==> src/source/cpu_pkg.sv <==
`default_nettype none

package cpu_pkg;

  // **************************************************
  // Widths
  // **************************************************
  localparam int DBITS      = 32;
  localparam int REGNO_BITS = 4;
  localparam int IMM_BITS   = 16;
  localparam int HEX_BITS   = 24;
  localparam int LEDR_BITS  = 10;
  localparam int KEY_BITS   = 4;
  localparam int SW_BITS    = 10;

  // **************************************************
  // Opcodes
  // **************************************************
  // Primary opcode, top 6 bits of every instruction
  typedef enum logic [5:0] {
    OP1_ALUR = 6'b000000,
    OP1_BEQ  = 6'b001000,
    OP1_BLT  = 6'b001001,
    OP1_BLE  = 6'b001010,
    OP1_BNE  = 6'b001011,
    OP1_JAL  = 6'b001100,
    OP1_LW   = 6'b010010,
    OP1_SW   = 6'b011010,
    OP1_ADDI = 6'b100000,
    OP1_ANDI = 6'b100100,
    OP1_ORI  = 6'b100101,
    OP1_XORI = 6'b100110
  } op1_e;

  // Secondary opcode, only meaningful under OP1_ALUR
  typedef enum logic [7:0] {
    OP2_EQ   = 8'b00001000,
    OP2_LT   = 8'b00001001,
    OP2_LE   = 8'b00001010,
    OP2_NE   = 8'b00001011,
    OP2_ADD  = 8'b00100000,
    OP2_AND  = 8'b00100100,
    OP2_OR   = 8'b00100101,
    OP2_XOR  = 8'b00100110,
    OP2_SUB  = 8'b00101000,
    OP2_NAND = 8'b00101100,
    OP2_NOR  = 8'b00101101,
    OP2_NXOR = 8'b00101110,
    OP2_RSHF = 8'b00110000,
    OP2_LSHF = 8'b00110001
  } op2_e;

  // **************************************************
  // Instruction word
  // **************************************************
  // Register format
  typedef struct packed {
    op1_e                  op1;
    op2_e                  op2;
    logic [5:0]            unused;
    logic [REGNO_BITS-1:0] rd;
    logic [REGNO_BITS-1:0] rs;
    logic [REGNO_BITS-1:0] rt;
  } instr_r_t;

  // Immediate format, imm overlaps op2 and rd
  typedef struct packed {
    op1_e                  op1;
    logic [1:0]            unused;
    logic [IMM_BITS-1:0]   imm;
    logic [REGNO_BITS-1:0] rs;
    logic [REGNO_BITS-1:0] rt;
  } instr_i_t;

  typedef union packed {
    instr_r_t r;
    instr_i_t i;
  } instr_t;

  // **************************************************
  // Address map and reset values
  // **************************************************
  localparam logic [DBITS-1:0]    START_PC  = 32'h100;
  localparam logic [DBITS-1:0]    ADDR_HEX  = 32'hFFFFF000;
  localparam logic [DBITS-1:0]    ADDR_LEDR = 32'hFFFFF020;
  localparam logic [DBITS-1:0]    ADDR_KEY  = 32'hFFFFF080;
  localparam logic [DBITS-1:0]    ADDR_SW   = 32'hFFFFF090;
  localparam logic [HEX_BITS-1:0] HEX_RESET = 24'hFEDEAD;

endpackage

`default_nettype wire
==> src/source/io_regs.sv <==
`timescale 1ns/1ps
`default_nettype none

module io_regs
  import cpu_pkg::*;
(
  input  wire                  clk,
  input  wire                  reset,
  input  wire                  store_valid,
  input  wire  [DBITS-1:0]     store_addr,
  input  wire  [DBITS-1:0]     store_data,
  input  wire  [KEY_BITS-1:0]  key,
  input  wire  [SW_BITS-1:0]   sw,
  output logic                 io_hit,
  output logic [DBITS-1:0]     io_rdata,
  output logic [HEX_BITS-1:0]  hex,
  output logic [LEDR_BITS-1:0] ledr
);

  // **************************************************
  // Output registers
  // **************************************************
  always_ff @(posedge clk or posedge reset) begin
    if (reset) begin
      hex  <= HEX_RESET;
      ledr <= '0;
    end else if (store_valid) begin
      if (store_addr == ADDR_HEX)
        hex <= store_data[HEX_BITS-1:0];
      if (store_addr == ADDR_LEDR)
        ledr <= store_data[LEDR_BITS-1:0];
    end
  end

  // Read side; buttons are active low
  always_comb begin
    io_hit   = 1'b1;
    io_rdata = '0;
    case (store_addr)
      ADDR_KEY:  io_rdata = {{(DBITS-KEY_BITS){1'b0}}, ~key};
      ADDR_SW:   io_rdata = {{(DBITS-SW_BITS){1'b0}}, sw};
      ADDR_HEX:  io_rdata = {{(DBITS-HEX_BITS){1'b0}}, hex};
      ADDR_LEDR: io_rdata = {{(DBITS-LEDR_BITS){1'b0}}, ledr};
      default:   io_hit = 1'b0;
    endcase
  end

endmodule

`default_nettype wire

==> config.mk <==
export PLATFORM = sky130hd
export DESIGN_NAME = io_regs
export DESIGN_NICKNAME = d
export VERILOG_FILES = /design/src/source/cpu_pkg.sv /design/src/source/io_regs.sv
export SDC_FILE = /design/constraint.sdc
export NUM_CORES = 1
export LEC_CHECK = 0
export ABC_CLOCK_PERIOD_IN_PS = 5500
export BUFFER_PORTS_ARGS = -buffer_cell sky130_fd_sc_hd__buf_2
export CORE_MARGIN = 8
export CORE_UTILIZATION = 25
export CTS_CLUSTER_DIAMETER = 100
export DETAILED_ROUTE_END_ITERATION = 10
export PLACE_DENSITY = 0.63
export SYNTH_ARGS = -nofsm -noshare
export SYNTH_HDL_FRONTEND = slang
export SYNTH_SLANG_ARGS = --single-unit
==> constraint.sdc <==
create_clock -name clk -period 5.5 [get_ports clk]
set_input_delay 0.825 -clock clk [delete_from_list [all_inputs] [get_ports clk]]
set_output_delay 0.825 -clock clk [all_outputs]
set_load 0.02 [all_outputs]
# ---- Word level (Yosys, flattened, before mapping)
# Index checks and enable logic that the tools add are counted.
dict set report classes {
  n_bitwise 1
  eq_ne 4
  muxes 2
  reduce_logical 3
}
# op count
set ops {}
lappend ops {{$eq A32 B32 Y1 const B} 4}
lappend ops {{$pmux W24 S4} 1}
lappend ops {{$not A4 Y4} 1}
lappend ops {{$reduce_and A2 Y1} 2}
lappend ops {{$reduce_or A4 Y1} 1}
lappend ops {{$mux W1} 1}
dict set report totals {
  elab_cells 12
  ff_bits 34
  output_inout_bits 67
  input_bits 81
}

# ---- Logic depth before layout (Yosys ltp)
# Gate-level depths: netlist of the first run.
dict set report logic_depth {
  depth_word 3
  depth_mapped 7
  depth_no_buf 4
}

# ---- Worst setup path after synthesis of the first run
# No wires, ideal clock.
dict set report synth_timing {
  path_type {input -> output}
  startpoint {in store_addr[1]}
  endpoint {out io_rdata[12]}
  n_path_buf 1
  slack_ps 2330
  path_stages 5
  arrival_time_ps 2345
  t_required_ps 4675
  path_cell_list {or4_4 nor4_4 and4_2 clkbuf_2 and2_1}
}
dict set report synth_between {
  elab_chain_cells 2
  elab_cells_between_ends 5
  cone_classes {eq/ne: 4; mux: 1}
}
# element line_no
set synth_rtl {}
lappend synth_rtl {{start: declaration} io_regs.sv:10} ;# input wire [DBITS-1:0] store_addr,
lappend synth_rtl {{$eq A32 B32 Y1} io_regs.sv:39} ;# case (store_addr)
lappend synth_rtl {{$pmux W24 S4 *} io_regs.sv:39}
lappend synth_rtl {{end: declaration} io_regs.sv:15} ;# output logic [DBITS-1:0] io_rdata,
# Every way passes the cells marked *; elsewhere a longest branch is shown, timed or not.

# ---- Worst setup path after layout of the first run
dict set report layout_timing {
  startpoint {in store_addr[2]}
  endpoint {out io_rdata[2]}
}
# Same word-level chain as after synthesis.

==> results of run 1 <==
-- per-layer routing --
layer / vias up / routed length [um]
met5: - / 0
met4: 0 / 76
met3: 9 / 461
met2: 79 / 3330
met1: 829 / 2550
li1: 826 / -
-- area by class of cell --
cell class,count,area share
tap,102,0.0464
multi-input combinational,119,0.362
timing repair buffer,132,0.241
clock buffer,8,0.0291
inverter,2,0.00273
sequential,34,0.318
-- final timing paths --
check,from,endpoint,slack (ns),cells after the start
min in group asynchronous,reset,hex[16]$_DFFE_PP0P_,0.55,2
setup reg to reg,ledr[7]$_DFFE_PP0P_,ledr[7]$_DFFE_PP0P_,4.71,1
hold reg to reg,ledr[9]$_DFFE_PP0P_,ledr[9]$_DFFE_PP0P_,0.53,1
max in group asynchronous,reset,hex[0]$_DFFE_PP1P_,4.22,3
hold / removal,ledr[9]$_DFFE_PP0P_,ledr[9]$_DFFE_PP0P_,0.53,1
setup / recovery,store_addr[2],io_rdata[2],2.01,6
-- synth_stat cells, types with 2 or more instances --
cell,instances
mux2_2,20
mux2_4,20
dfstp_2,18
dfrtp_1,16
and2_1,15
nand2_1,13
buf_4,8
nor2_1,8
a22oi_1,6
a21oi_1,5
a21o_1,4
clkbuf_1,4
o211ai_1,4
and3_1,3
nand4_1,3
buf_12,2
inv_1,2
nand4b_1,2
-- critical path: stages --
cell      delay, ns
buf_2          0.09
nand4b_1       0.17
nor4_1         0.66
nand2_1        0.48
a21oi_1        0.24
buf_2          0.19
-- state kept, by name, summed over array words and instances, names as in the netlist --
| signal | count |
|---|---|
| ledr | 10 |
| hex | 24 |
-- power groups by stage --
stage,combinational (W),sequential [W],clock [W]
finish,0.0000513,0.000251,0.000178
global route,0.0000576,0.000251,0.000195
CTS,0.0000521,0.000251,0.000186
detailed placement,0.0000520,0.000255,0
global placement,0.0000507,0.000255,0
floorplan,0.0000247,0.000255,0
-- stage by stage --
step           hold WS, ns  cell area [um2]  setup slack (ns)
5_1_grt              0.543             2750              1.88
3_3_place_gp         0.505             2670              2.06
3_5_place_dp         0.517             2670              2.01
6_report             0.527             2750              2.01
2_1_floorplan        0.649             2010              2.33
4_1_cts              0.535             2750              2.01
-- cells in the final DEF (no fill, tap or decap), drive strengths merged --
cell type  instances
nor4               2
and2              15
and4               1
mux2              40
dfstp             18
dfrtp             16
buf              132
nor2b              1
and3               3
conb               8
or2                1
a21o               4
nand4b             2
nand4              4
nand3b             1
clkbuf             8
a22oi              6
or4                1
o211ai             4
inv                2
nand2             13
nor2               8
a21oi              5
-- cell families (layout without fill, tap and decap cells) --
logic type,count (synthesis),count (layout),share of synthesized area
AND/OR/NAND/NOR,52,52,0.156
multiplexers,40,40,0.265
flip-flops,34,34,0.441
AO/OA/AOI/OAI,19,19,0.0657
buffers and inverters,18,142,0.0701
other,1,8,0.00189
==> impl_metrics.csv, run 1 <==
group,metric,value,unit
outcome,status,"complete, no violations",
grt,met3_usage,0.0405,
sta,fin_skew,0,ns
grt,grt_pass1_vias,2017,
finish,final_cells,397,
synth,synth_largest_area_cell,"dfstp_2",
finish,nets,375,
power,power_frac_clock,0.371,
clock_network,cts_tree,"yes",
finish,area_growth_syn_to_layout,38.7,%
sta,max-slew-margin-rel,0.459,
clock_network,clock_latency,0.27,ns
finish,antenna_cells,0,
clock_network,cts_hold_buf,0,
sta,rsz0062_at_grt,"no",
synth,async_flop_share,1.00,
power,power_density,175,mW/mm2
synth,ys_ff_latch,34,
sta,hold_viol_final,0,
detailed_routing,drc_errors,0,
setup_path,worstPathMaxFanout,11,
die,die_y,105,um
finish,final_util,0.357,
clock_network,path_clk_slew,0.07,ns
finish,multi_input_area,996,um2
detailed_routing,drtIter0Drc,38,
grt,grt_use_total,0.114,
synth,synth_top_area_share,0.239,
sta,slew_violations,0,
power,combPwrFrac,0.107,
clock_network,cts_setup_buffers,0,
setup_path,endpoint_kind,"primary output",
finish,seq_area,873,um2
synth,ys.flop_type,"dfstp_2",
synth,synth_cell_types,29,
power,seqPwrFrac,0.522,
synth,ys_seq_area_frac,0.441,
grt,grt_pass1_wl,10.3,mm
placed_design,gp_congestion,0.823,
die,fp.dieArea,0.0110,mm2
setup_path,arrival,2.66,ns
sta,tightest_slew,0.808,ns
detailed_routing,wl_per_cell,16.2,um
sta,fin_crit_sh,0.634,
detailed_routing,postRouteWirelength,6.42,mm
grt,top_usage_layer,"met2",
power,ir_drop,0.0702,mV
power,p_leak,1.48,nW
clock_network,clockRootBuffer,"clkbuf_8",
sta,tns,0,ns
grt,gr-usage-met1,0.121,
synth,synth-edff-count,0,
grt,use_met2,0.208,
die,core.rowCount,32,
power,power_switching,0.000116,W
die,core,0.00769,mm2
setup_path,cp.required,4.68,ns
grt,grt_antenna_before_repair,0,
setup_path,start_kind,"input port",
clock_network,cts_buffers,5,
placed_design,numPortBuffers,131,
detailed_routing,num_vias,1743,
hold_path,hp-class,"flip-flop to flip-flop",
grt,grt_max_degree,25,
detailed_routing,drtPass1Iterations,4,
synth,syn-instance-count,164,
sta,max_freq,287,MHz
placed_design,dp.cells,389,
clock_network,htree_levels,2,
clock_network,cts_resized,0,
synth,synthTopCellsByArea,"dfstp_2 (24%), dfrtp_1 (20%), mux2_4 (15%)",
clock_network,cts.path.max_buffers,2,
sta,fin_crit,3.49,ns
run,drv_cap,0,
power,internal_power,0.000365,W
die,initial_core_util,0.258,
finish,fillCellCount,784,
synth,netlist_area,0.00198,mm2
clock_network,clkSinkCount,34,
finish,layout-drive-gt1-share,0.681,
grt,grt-ovfl-total,0,
placed_design,place_hpwl,5.21,mm
power,total_power,0.000480,W
synth,syn-mean-instance-area,12.1,um2
detailed_routing,postRouteAntennaNets,0,
die,die_x,105,um
die,pin_count,148,
detailed_routing,viasPerCell,4.39,
synth,yosysWarnings,0,
power,sw_frac_of_total,0.241,
setup_path,path_class,"input port to primary output",
sta,setup_viol,0,
(Power assumes the default switching activity.)
==> inputs of run 2 (changes only) <==
- ABC_CLOCK_PERIOD_IN_PS: 5500 -> 3250
- clock period: 5.5 -> 3.25 ns (I/O delays scaled with it)
==> impl_metrics.csv, run 2 (same netlist as run 1, synthesis figures left out) <==
group,metric,value,unit
outcome,status,"complete, no violations",
sta,max-slew-margin-rel,0.509,
clock_network,cts_resized,0,
clock_network,cts_setup_buffers,0,
detailed_routing,num_vias,1741,
finish,largest_register_ffs,24,
finish,area_growth_syn_to_layout,42.1,%
sta,fin_skew,0,ns
clock_network,clockRootBuffer,"clkbuf_8",
clock_network,cts.path.max_buffers,2,
clock_network,cts_buffers,5,
sta,max_freq,356,MHz
die,die_y,105,um
power,sw_frac_of_total,0.230,
clock_network,cts_tree,"yes",
sta,tns,0,ns
finish,top_regs,"hex x24, ledr x10",
placed_design,numPortBuffers,131,
clock_network,clkSinkCount,34,
die,die_x,105,um
finish,layout-drive-gt1-share,0.695,
power,power_frac_clock,0.428,
sta,setup_viol,0,
clock_network,path_clk_slew,0.07,ns
die,core,0.00769,mm2
finish,final_cells,401,
power,power_density,319,mW/mm2
detailed_routing,wl_per_cell,16.5,um
power,power_switching,0.000206,W
detailed_routing,postRouteAntennaNets,0,
run,drv_cap,0,
detailed_routing,drc_errors,0,
grt,grt_use_total,0.119,
grt,grt-ovfl-total,0,
detailed_routing,drtIter0Drc,42,
finish,nets,378,
grt,grt_pass1_vias,2063,
finish,layout_common_cells,"buf_2 (131), mux2_2 (20), mux2_4 (20)",
setup_path,endpoint_kind,"primary output",
placed_design,pre_cts_slack,0.382,ns
sta,fin_crit_sh,0.864,
sta,slew_violations,0,
hold_path,hp-class,"input port to asynchronous set/reset pin",
power,p_leak,1.51,nW
die,fp.dieArea,0.0110,mm2
detailed_routing,viasPerCell,4.34,
detailed_routing,postRouteWirelength,6.61,mm
power,internal_power,0.000691,W
grt,grt_pass1_wl,10.6,mm
placed_design,place_hpwl,5.30,mm
setup_path,arrival,2.32,ns
die,core.rowCount,32,
clock_network,cts_hold_buf,0,
setup_path,cp.required,2.76,ns
finish,final_common_cell,"buf_2",
clock_network,clock_latency,0.28,ns
setup_path,path_class,"input port to primary output",
clock_network,htree_levels,2,
placed_design,gp_congestion,0.834,
finish,regMostFlops,"hex",
sta,tightest_slew,0.729,ns
sta,setup_ws,0.441,ns
setup_path,worstPathMaxFanout,11,
detailed_routing,drtPass1Iterations,4,
power,seqPwrFrac,0.473,
die,pin_count,148,
grt,grt_max_degree,20,
power,combPwrFrac,0.099,
setup_path,start_kind,"input port",
sta,fin_crit,2.81,ns
die,initial_core_util,0.258,
grt,grt_antenna_before_repair,1,
placed_design,dp.cells,392,
power,ir_drop,0.129,mV
sta,rsz0062_at_grt,"no",
sta,hold_viol_final,0,
-- run 2: power by group through the flow --
stage | clock [W] | combinational (W) | sequential, W
2_1_floorplan | 0 | 0.0000418 | 0.000431
3_3_place_gp | 0 | 0.0000876 | 0.000431
3_5_place_dp | 0 | 0.0000888 | 0.000431
4_1_cts | 0.000397 | 0.0000892 | 0.000424
5_1_grt | 0.000420 | 0.0000996 | 0.000424
6_report | 0.000384 | 0.0000890 | 0.000424
-- run 2: final timing paths --
| kind | from | to | slack [ns] | depth (start not counted) |
|---|---|---|---|---|
| setup / recovery | store_addr[2] | io_rdata[2] | 0.44 | 6 |
| hold / removal | reset | hex[13]$_DFFE_PP0P_ | 0.27 | 2 |
| setup reg to reg | hex[8]$_DFFE_PP0P_ | hex[8]$_DFFE_PP0P_ | 2.47 | 1 |
| hold reg to reg | ledr[9]$_DFFE_PP0P_ | ledr[9]$_DFFE_PP0P_ | 0.54 | 1 |
| max in group asynchronous | reset | hex[2]$_DFFE_PP1P_ | 2.22 | 3 |
| min in group clk | store_data[13] | hex[13]$_DFFE_PP0P_ | 0.43 | 2 |
-- run 2: through the flow --
step / power, W / area, um2 / hold slack, ns / utilization
global placement: 0.000519 / 2700 / 0.512 / 0.352
finish: 0.000897 / 2810 / 0.273 / 0.366
global route: 0.000943 / 2810 / 0.320 / 0.366
detailed placement: 0.000520 / 2700 / 0.515 / 0.352
floorplan: 0.000473 / 2010 / 0.616 / -
CTS: 0.000910 / 2810 / 0.283 / 0.366
-- run 2: metal layers --
| metal | part of all wire | vias up | wire length [um] | global-route usage |
|---|---|---|---|---|
| li1 | - | 830 | - | - |
| met1 | 0.40 | 820 | 2650 | 0.122 |
| met2 | 0.51 | 83 | 3390 | 0.213 |
| met3 | 0.072 | 8 | 478 | 0.0455 |
| met4 | 0.013 | 0 | 89 | 0.0469 |
| met5 | 0 | - | 0 | 0 |
-- run 2: final cells by class --
class                   count  area, um2
fillers                   818       4870
multi-input cells         119        996
flip-flops and latches     34        873
repair buffers            135        698
well taps                 102        128
clock buffers               5       68.8
clock inverters             3       40.0
inverters                   2       7.51
diodes                      1       2.50
-- run 2: worst max-delay path, stage by stage --
cell,delay (ns)
buf_2,0.09
nand4b_1,0.17
nor4_1,0.66
nand2_1,0.47
a21oi_1,0.24
buf_2,0.19
