--- src/source/cpu_pkg.sv ---
`default_nettype none

package cpu_pkg;

  // **************************************************
  // Widths
  // **************************************************
  localparam int DBITS      = 32;
  localparam int REGNO_BITS = 4;
  localparam int IMM_BITS   = 16;
  localparam int HEX_BITS   = 24;
  localparam int LEDR_BITS  = 10;
  localparam int KEY_BITS   = 4;
  localparam int SW_BITS    = 10;

  // **************************************************
  // Opcodes
  // **************************************************
  // Primary opcode, top 6 bits of every instruction
  typedef enum logic [5:0] {
    OP1_ALUR = 6'b000000,
    OP1_BEQ  = 6'b001000,
    OP1_BLT  = 6'b001001,
    OP1_BLE  = 6'b001010,
    OP1_BNE  = 6'b001011,
    OP1_JAL  = 6'b001100,
    OP1_LW   = 6'b010010,
    OP1_SW   = 6'b011010,
    OP1_ADDI = 6'b100000,
    OP1_ANDI = 6'b100100,
    OP1_ORI  = 6'b100101,
    OP1_XORI = 6'b100110
  } op1_e;

  // Secondary opcode, only meaningful under OP1_ALUR
  typedef enum logic [7:0] {
    OP2_EQ   = 8'b00001000,
    OP2_LT   = 8'b00001001,
    OP2_LE   = 8'b00001010,
    OP2_NE   = 8'b00001011,
    OP2_ADD  = 8'b00100000,
    OP2_AND  = 8'b00100100,
    OP2_OR   = 8'b00100101,
    OP2_XOR  = 8'b00100110,
    OP2_SUB  = 8'b00101000,
    OP2_NAND = 8'b00101100,
    OP2_NOR  = 8'b00101101,
    OP2_NXOR = 8'b00101110,
    OP2_RSHF = 8'b00110000,
    OP2_LSHF = 8'b00110001
  } op2_e;

  // **************************************************
  // Instruction word
  // **************************************************
  // Register format
  typedef struct packed {
    op1_e                  op1;
    op2_e                  op2;
    logic [5:0]            unused;
    logic [REGNO_BITS-1:0] rd;
    logic [REGNO_BITS-1:0] rs;
    logic [REGNO_BITS-1:0] rt;
  } instr_r_t;

  // Immediate format, imm overlaps op2 and rd
  typedef struct packed {
    op1_e                  op1;
    logic [1:0]            unused;
    logic [IMM_BITS-1:0]   imm;
    logic [REGNO_BITS-1:0] rs;
    logic [REGNO_BITS-1:0] rt;
  } instr_i_t;

  typedef union packed {
    instr_r_t r;
    instr_i_t i;
  } instr_t;

  // **************************************************
  // Address map and reset values
  // **************************************************
  localparam logic [DBITS-1:0]    START_PC  = 32'h100;
  localparam logic [DBITS-1:0]    ADDR_HEX  = 32'hFFFFF000;
  localparam logic [DBITS-1:0]    ADDR_LEDR = 32'hFFFFF020;
  localparam logic [DBITS-1:0]    ADDR_KEY  = 32'hFFFFF080;
  localparam logic [DBITS-1:0]    ADDR_SW   = 32'hFFFFF090;
  localparam logic [HEX_BITS-1:0] HEX_RESET = 24'hFEDEAD;

endpackage

`default_nettype wire
--- src/source/decode_stage.sv ---
`timescale 1ns/1ps
`default_nettype none

module decode_stage
  import cpu_pkg::*;
(
  input  wire                   clk,
  input  wire                   reset,
  input  wire                   fe_valid,
  input  wire  instr_t          fe_instr,
  input  wire  [DBITS-1:0]      fe_pc,
  input  wire                   redirect,
  // Writers still in flight
  input  wire                   ex_wr,
  input  wire  [REGNO_BITS-1:0] ex_wregno,
  input  wire                   mem_wr,
  input  wire  [REGNO_BITS-1:0] mem_wregno,
  // Register file write port
  input  wire                   wb_valid,
  input  wire  [REGNO_BITS-1:0] wb_regno,
  input  wire  [DBITS-1:0]      wb_data,
  output logic                  hold,
  output logic                  id_valid,
  output op1_e                  id_op1,
  output op2_e                  id_op2,
  output logic [DBITS-1:0]      id_val1,
  output logic [DBITS-1:0]      id_val2,
  output logic [DBITS-1:0]      id_imm,
  output logic [DBITS-1:0]      id_pc,
  output logic                  id_wr,
  output logic [REGNO_BITS-1:0] id_wregno
);

  logic [DBITS-1:0]      regs [1 << REGNO_BITS];
  op1_e                  op1;
  logic [REGNO_BITS-1:0] rs;
  logic [REGNO_BITS-1:0] rt;
  logic                  is_alur;
  logic                  is_alui;
  logic                  is_branch;
  logic                  reads_rt;
  logic                  wr;
  logic [DBITS-1:0]      val1;
  logic [DBITS-1:0]      val2;
  logic                  hazard_rs;
  logic                  hazard_rt;

  // **************************************************
  // Field decode
  // **************************************************
  assign op1 = fe_instr.r.op1;
  assign rs  = fe_instr.r.rs;
  assign rt  = fe_instr.r.rt;

  assign is_alur   = (op1 == OP1_ALUR);
  assign is_alui   = op1 inside {OP1_ADDI, OP1_ANDI, OP1_ORI, OP1_XORI};
  assign is_branch = op1 inside {OP1_BEQ, OP1_BLT, OP1_BLE, OP1_BNE};
  // rs is read by every format; rt only as a source here
  assign reads_rt  = is_alur || is_branch || (op1 == OP1_SW);
  assign wr        = is_alur || is_alui || (op1 == OP1_LW) || (op1 == OP1_JAL);

  // **************************************************
  // Register file with write-through
  // **************************************************
  always_ff @(posedge clk or posedge reset) begin
    if (reset) begin
      for (int i = 0; i < (1 << REGNO_BITS); i++)
        regs[i] <= '0;
    end else if (wb_valid) begin
      regs[wb_regno] <= wb_data;
    end
  end

  // Same-cycle writeback is forwarded into the read
  assign val1 = (wb_valid && wb_regno == rs) ? wb_data : regs[rs];
  assign val2 = (wb_valid && wb_regno == rt) ? wb_data : regs[rt];

  // Hazard against older writers in execute and memory
  assign hazard_rs = (ex_wr && ex_wregno == rs) || (mem_wr && mem_wregno == rs);
  assign hazard_rt = reads_rt && ((ex_wr && ex_wregno == rt) || (mem_wr && mem_wregno == rt));
  assign hold      = fe_valid && (hazard_rs || hazard_rt);

  // Decode latch valid: bubble on hold, squash on redirect
  always_ff @(posedge clk or posedge reset) begin
    if (reset)
      id_valid <= 1'b0;
    else
      id_valid <= fe_valid && !hold && !redirect;
  end

  // Decode latch payload
  always_ff @(posedge clk) begin
    id_op1    <= op1;
    id_op2    <= fe_instr.r.op2;
    id_val1   <= val1;
    id_val2   <= val2;
    id_imm    <= {{(DBITS-IMM_BITS){fe_instr.i.imm[IMM_BITS-1]}}, fe_instr.i.imm};
    id_pc     <= fe_pc;
    id_wr     <= wr;
    id_wregno <= is_alur ? fe_instr.r.rd : rt;
  end

endmodule

`default_nettype wire

--- config.mk ---
export PLATFORM = sky130hd
export DESIGN_NAME = decode_stage
export DESIGN_NICKNAME = d
export VERILOG_FILES = /design/src/source/cpu_pkg.sv /design/src/source/decode_stage.sv
export SDC_FILE = /design/constraint.sdc
export NUM_CORES = 1
export LEC_CHECK = 0
export BUFFER_PORTS_ARGS = -buffer_cell sky130_fd_sc_hd__buf_4
export CELL_PAD_IN_SITES_DETAIL_PLACEMENT = 2
export CELL_PAD_IN_SITES_GLOBAL_PLACEMENT = 2
export CORE_AREA = 2 2 260 262
export DETAILED_ROUTE_END_ITERATION = 10
export DIE_AREA = 0 0 262 264
export PLACE_DENSITY = 0.83
export REMOVE_ABC_BUFFERS = 1
export SLEW_MARGIN = 15
export SYNTH_ARGS = -nofsm -noshare
export SYNTH_HDL_FRONTEND = slang
export SYNTH_SLANG_ARGS = --single-unit
--- constraint.sdc ---
create_clock -name clk -period 31.7 [get_ports clk]
set_input_delay 3.17 -clock clk [delete_from_list [all_inputs] [get_ports clk]]
set_output_delay 3.17 -clock clk [all_outputs]
set_load 0.05 [all_outputs]
Word-level counts from Yosys, hierarchy flattened --
Index checks and enable logic that the tools add are counted.
Word-level totals: flip-flop bits (word level) 644, input bits 115, output and inout port bits 149
Operators by class: order comparisons 4, eq/ne operators 17, multiplexer cells 12, bitwise logic cells 3, reduce and logical (&&, ||, !) cells 24
Operator list (number):
- $bwmux 512 | 1
- $bmux 32 s4 | 2
- $mux 32 | 7
- $demux 32 s4 | 1
- $eq 6x4->1 const B | 5
- $eq 4x4->1 | 6
- $eq 6x6->1 const B | 4
- $ge 5x5->1 const B | 3
- $not 4->5 | 3
- $eq 6x5->1 const B | 2
- $logic_and 1x1->1 | 11
- $logic_or 1x1->1 | 8
- $reduce_bool 4->1 | 2
- $logic_not 6->1 | 1
- $lt 5x1->1 const B | 1
- $mux 4 | 1
- $logic_not 1->1 | 2

Depth between registers and ports, before layout --
Gate-level depths: netlist of run 1.
depth in word-level cells 10, gate-level depth with buffers 8, depth with buffers taken out 5

Least setup slack after synthesis of run 1 --
Ideal clock, no wire load.
path type input port to output port, start input port fe_instr[0] in the netlist's numbering, end output port hold, arrival 5.439 ns, data required time 28.530 ns, setup slack 23.091 ns, cell stages on the path 7, path buffers 3, cell sequence buf_4 -> buf_4 -> buf_2 -> xor2_1 -> nor4_1 -> o221ai_1 -> a21boi_0
On the way: cells in the longest elaborated chain, start to end 6, elaborated cells between the ends (all ways) 8
Ends and longest elaborated chain:
- start: declaration | line decode_stage.sv:10 | input wire instr_t fe_instr,
- $eq 4x4->1 | line decode_stage.sv:80 | assign hazard_rt = reads_rt && ((ex_wr && ex_wregno == rt) || (mem_wr && mem_wregno == rt));
- $logic_and 1x1->1 | line decode_stage.sv:80
- $logic_or 1x1->1 (*) | line decode_stage.sv:80
- $logic_and 1x1->1 (*) | line decode_stage.sv:80
- $logic_or 1x1->1 (*) | line decode_stage.sv:81 | assign hold = fe_valid && (hazard_rs || hazard_rt);
- $logic_and 1x1->1 (*) | line decode_stage.sv:81
- end: declaration | line decode_stage.sv:22 | output logic hold,
Every way passes the cells marked *; elsewhere a longest branch is shown, timed or not.

Worst setup path in the final report of run 1 --
start input port fe_instr[1] in the netlist's numbering, end output port hold
Same word-level chain as after synthesis.

==> summary.md, run 1 <==
| Metric | Value |
|---|---|
| DPL Wire Length | `59,500 µm` |
| Ys async rst share | `80.4%` |
| Status | `finished clean` |
| RSZ-0062 raised after global routing | `false` |
| Worst Path Class, Setup | `input port to output pin` |
| Dpl ws | `23.76 ns` |
| Unique cell type count in the Yosys netlist | `35` |
| Total CTS buffers | `74` |
| Maximum vdd drop | `0.0374 mV` |
| GP Congestion | `0.773` |
| Resize count post-CTS | `0` |
| Clock-pin transition on the worst setup and hold timing paths | `0.05 ns` |
| Share of the yosys chip area belonging to registers | `49.6%` |
| Final #Nets | `2,310` |
| YS warnings | `0` |
| Antenna violations before repair | `2` |
| Power Total | `2.60 mW` |
| Fin area | `35,700 µm²` |
| Vias | `20,307` |
| Top cell type's share of synthesized area | `41.5%` |
| Largest area contributor in the synthesized netlist | `dfrtp_1` |
| Maximum root-to-sink buffer count | `3` |
| DRT Pass-1 Iters | `5` |
| GR Util All Layers | `31.9%` |
| Largest net degree at the start of global routing | `127` |
| Post-layout util | `53.7%` |
| Measured slew at the worst slew-check pin | `1.29 ns` |
| Launching element type of the critical path | `input port` |
| Share of cells above drive strength 1 | `43.3%` |
| Placed cell count | `2,990` |
| Core Area | `66,600 µm²` |
| Arr. time, crit path | `4.81 ns` |
| Static Leak | `15.0 nW` |
| Hold WS | `0.505 ns` |
| CTS tree | `done` |
| Maximum clock rate | `0.125 GHz` |
| # IOs | `264` |
| Die area | `69,200 µm²` |
| Area after DPL | `33,300 µm²` |
| H-tree depth | `3` |
| PwrDens | `72.6 nW/µm²` |
| Most frequent cells in the layout | `dfrtp_1, buf_4, mux2_2, mux4_2, mux2_1` |
| Die Y | `264 µm` |
| Routed Antenna Nets | `0` |
| Count of max-cap constraint violations | `0` |
| Non-Filler Instances | `3,129` |
| DRC viols | `0` |
| First-pass GRT wire length | `161,000 µm` |
| Vias per cell | `6.49` |
| Hold Path Class | `flop to flop` |
| Iteration-0 DRC Markers | `1,576` |
| Final setup vio count | `0` |
| Critical-path maximum fanout | `44` |
| Clock Latency Late Sink | `0.63 ns` |
| EDFF count, synth | `0` |
| GRT overflow | `0` |
| Setup TNS | `0 ns` |
| Post-route clock period utilization | `25.2%` |
| Wire per inst | `34.4 µm` |
| Final Hold Vio Count | `0` |
| Most common cell after layout, fill and taps aside | `dfrtp_1` |
| Max-slew violations | `0` |
| CTS sink count | `638` |
| Mapped Cells | `2,031` |
| Worst slew margin | `14.1%` |
| Die X | `262 µm` |
| Mapped cell area | `30,900 µm²` |
| Critical Path RT | `28.53 ns` |
| Detailed Route WL | `108,000 µm` |
| Synth Flop Type | `dfrtp_1` |
| Synth area leaders | `dfrtp_1, mux4_2, mux2_2` |
| Number of global-route vias before repair | `23,802` |
| Rows | `95` |
| Hold buffers post-CTS | `0` |
| Avg Cell Area, Syn | `15.2 µm²` |
| Root buf cell | `clkbuf_16` |
| Initial Util | `46.5%` |
| Skew final | `0.0198 ns` |
| Worst setup EP type | `output pin` |
| Final Worst Setup Slack | `23.72 ns` |
| Post-synthesis register bit count | `638` |
| # port buffers | `263` |
| Area growth from synthesis to layout | `15.6%` |
| Post-CTS setup repair buffer count | `0` |
| Period minus WS final | `7.98 ns` |
==> per-layer routing <==
metal	GRT usage, %	vias up	wire (µm)	part of all wire (%)
met3	5.14	258	5740	5.3
li1	-	8084	-	-
met5	0	-	0	0
met1	40.3	11152	42500	39
met2	53.9	813	54800	51
met4	14.1	0	4710	4.4
==> final timing paths <==
| path | start | end | slack (ns) | cells past startpoint |
|---|---|---|---|---|
| min | regs[290] | regs[290] | 0.50 | 1 |
| max in group asynchronous | reset | regs[283] | 26.33 | 4 |
| max reg2reg | regs[489] | id_val1[9] | 29.33 | 4 |
| min in group asynchronous | reset | regs[354] | 2.77 | 2 |
| min reg2reg | regs[290] | regs[290] | 0.50 | 1 |
| max | fe_instr[1] | hold | 23.72 | 6 |
==> worst max-delay path, stage by stage <==
cell,delay [ns]
buf_6,0.41
xor2_1,0.15
nor4_1,0.34
o221ai_1,0.18
a21boi_0,0.23
buf_4,0.23
==> logic make-up after synthesis <==
| kind of cell | count (synthesis) | share of synthesized area (%) |
|---|---|---|
| AOI/OAI and AO/OA | 132 | 3.42 |
| xor gates and xnor gates | 24 | 0.679 |
| buffers and inverters | 221 | 3.79 |
| DFF | 638 | 49.6 |
| muxes | 836 | 39.6 |
| and+or+nand+nor | 180 | 2.94 |
==> Yosys cell counts (4+ instances only) <==
cell	count
mux2_1	232
buf_1	7
a211oi_1	62
nand2_1	12
buf_6	17
dfxtp_1	125
xnor2_1	6
nand2b_1	4
nor2b_1	65
xor2_1	18
buf_4	31
a2111oi_0	62
mux2i_1	62
clkbuf_1	84
nor2_1	76
buf_2	80
mux4_2	258
dfrtp_1	513
or3_1	4
mux2_2	284
==> power breakdown <==
group          total, mW  internal (mW)  switching [mW]
Clock              0.860          0.502           0.357
Sequential          1.14          0.988           0.151
Combinational      0.599          0.308           0.291
==> final cells by class <==
cell class / instances / area (µm²)
antenna: 2 / 5.00
clock buffer: 124 / 2300
clock inverter: 11 / 92.6
fill: 5916 / 30800
inverter: 2 / 15.0
multi-input combinational: 1172 / 14500
sequential: 638 / 15300
tap: 873 / 1090
timing repair buffer: 307 / 2380
==> registers in the layout, indices dropped and copies added (netlist names) <==
signal     flops
regs         512
id_pc         32
id_val1       32
id_val2       32
id_imm        10
id_op2         8
id_op1         6
id_wregno      4
id_valid       1
id_wr          1
(Power assumes the default switching activity.)
==> run 2, diff against run 1 <==
- CORE_AREA: 2 2 260 262 -> 2 2 282 284
- DIE_AREA: 0 0 262 264 -> 0 0 284 286
- PLACE_DENSITY: 0.83 -> 0.74
- clock period: 31.7 -> 6.9 ns (I/O delays scaled with it)
==> summary.md, run 2 (synthesis results as in run 1) <==
| Metric | Value |
|---|---|
| Die area | `81,200 µm² (+17%)` |
| GR Util All Layers | `25.1% (-6.8 points)` |
| Non-Filler Instances | `3,311 (+5.8%)` |
| Root buf cell | `clkbuf_16` |
| Count of max-cap constraint violations | `0 (unchanged)` |
| Maximum root-to-sink buffer count | `3 (unchanged)` |
| DPL Wire Length | `58,900 µm (-0.92%)` |
| Post-CTS setup repair buffer count | `0 (unchanged)` |
| Skew final | `0.0220 ns (+0.00227 ns)` |
| DRT Pass-1 Iters | `5 (unchanged)` |
| Launching element type of the critical path | `input port` |
| GRT overflow | `0 (unchanged)` |
| Final Hold Vio Count | `0 (unchanged)` |
| DRC viols | `0 (unchanged)` |
| Clock Latency Late Sink | `0.63 ns (about the same)` |
| Rows | `103 (+8.4%)` |
| First-pass GRT wire length | `153,000 µm (-5.3%)` |
| Dpl ws | `3.26 ns (-20.50 ns)` |
| Maximum vdd drop | `0.146 mV (+290%)` |
| Status | `finished clean` |
| Worst slew margin | `32.3% (+18 points)` |
| Placed cell count | `3,170 (+6.0%)` |
| Power Total | `12.0 mW (+360%)` |
| Arr. time, crit path | `2.77 ns (-2.04 ns)` |
| Critical-path maximum fanout | `35 (-20%)` |
| Initial Util | `39.5% (-7.0 points)` |
| Hold buffers post-CTS | `0 (unchanged)` |
| Final Worst Setup Slack | `3.44 ns (-20.28 ns)` |
| Most frequent cells in the layout | `dfrtp_1, buf_4, mux2_2, mux4_2, mux2_1` |
| # port buffers | `263 (unchanged)` |
| Wire per inst | `30.3 µm (-12%)` |
| Die X | `284 µm (+8.4%)` |
| Clock-pin transition on the worst setup and hold timing paths | `0.06 ns (about the same)` |
| Hold WS | `0.165 ns (-0.340 ns)` |
| Die Y | `286 µm (+8.3%)` |
| Largest net degree at the start of global routing | `136 (+7.1%)` |
| Maximum clock rate | `0.289 GHz` |
| Worst setup EP type | `output pin` |
| # IOs | `264 (unchanged)` |
| Total CTS buffers | `75 (+1.4%)` |
| Number of global-route vias before repair | `22,865 (-3.9%)` |
| Post-route clock period utilization | `50.1%` |
| PwrDens | `331 nW/µm² (+360%)` |
| Vias per cell | `5.95 (-8.3%)` |
| Area growth from synthesis to layout | `16.8%` |
| RSZ-0062 raised after global routing | `false` |
| Static Leak | `15.1 nW (+0.61%)` |
| Final #Nets | `2,312 (+0.087%)` |
| CTS sink count | `638 (unchanged)` |
| Detailed Route WL | `100,000 µm (-6.8%)` |
| FILL cells | `7,429 (+26%)` |
| Core Area | `78,400 µm² (+18%)` |
| CTS tree | `done` |
| H-tree depth | `3 (unchanged)` |
| GP Congestion | `0.758 (-2.0%)` |
| Max-slew violations | `0 (unchanged)` |
| Antenna violations before repair | `1 (-1)` |
| Measured slew at the worst slew-check pin | `1.02 ns (-0.273 ns)` |
| Share of cells above drive strength 1 | `43.8% (+0.44 points)` |
| Period minus WS final | `3.46 ns` |
| Hold Path Class | `input port to flop` |
| Max reg flops | `512 (unchanged)` |
| Vias | `19,696 (-3.0%)` |
| Resize count post-CTS | `0 (unchanged)` |
| Iteration-0 DRC Markers | `1,159 (-26%)` |
| Most common cell after layout, fill and taps aside | `dfrtp_1` |
| Biggest register | `regs` |
| Routed Antenna Nets | `0 (unchanged)` |
| Final setup vio count | `0 (unchanged)` |
| Worst Path Class, Setup | `input port to output pin` |
| Critical Path RT | `6.21 ns (-22.32 ns)` |
-- run 2: final timing paths --
| path | slack (ns) | start | end | cells past startpoint |
|---|---|---|---|---|
| hold reg to reg | 0.51 | regs[298] | regs[298] | 1 |
| setup / recovery | 3.44 | fe_instr[5] | hold | 8 |
| min in group asynchronous | 0.23 | reset | regs[257] | 2 |
| max in group asynchronous | 4.95 | reset | regs[84] | 3 |
| hold / removal | 0.16 | fe_pc[15] | id_pc[15] | 1 |
| setup reg to reg | 4.88 | regs[398] | id_val1[14] | 4 |
-- run 2: metal layers --
layer / track usage, % / wire, µm / up-vias
met3: 3.43 / 3960 / 168
li1: - / - / 8089
met2: 43.0 / 51000 / 551
met5: 0 / 0 / -
met1: 32.8 / 42400 / 10888
met4: 8.61 / 2970 / 0
-- run 2: worst max-delay path, stage by stage --
cell and delay [ns]:
buf_6 0.38, buf_4 0.60, xnor2_1 0.19, nand2_1 0.08, nor4_1 0.23, a31oi_1 0.10
a21boi_0 0.18, buf_4 0.23
-- run 2: per-stage QoR --
step,instance area (µm²),util [%],setup TNS (ns)
after floorplan,29800,-,-4164.64
after global placement,33600,42.8,0
after detailed placement,33600,42.8,0
after CTS,36100,46.1,0
after global routing,36100,46.1,0
final,36100,46.1,0
-- run 2: area by class of cell --
type | instances | area [µm²] | area share (%)
antenna | 2 | 5.00 | 0.0139
clock buffer | 114 | 2230 | 6.16
clock inverter | 25 | 334 | 0.925
inverter | 2 | 15.0 | 0.0416
multi-input combinational | 1172 | 14500 | 40.2
sequential | 638 | 15300 | 42.5
tap | 1050 | 1310 | 3.64
timing repair buffer | 308 | 2370 | 6.57
-- run 2: power by group --
part	switching, mW	total (mW)	internal (mW)
sequential	0.631	5.17	4.54
combinational	1.24	2.64	1.41
clock	1.65	4.15	2.50
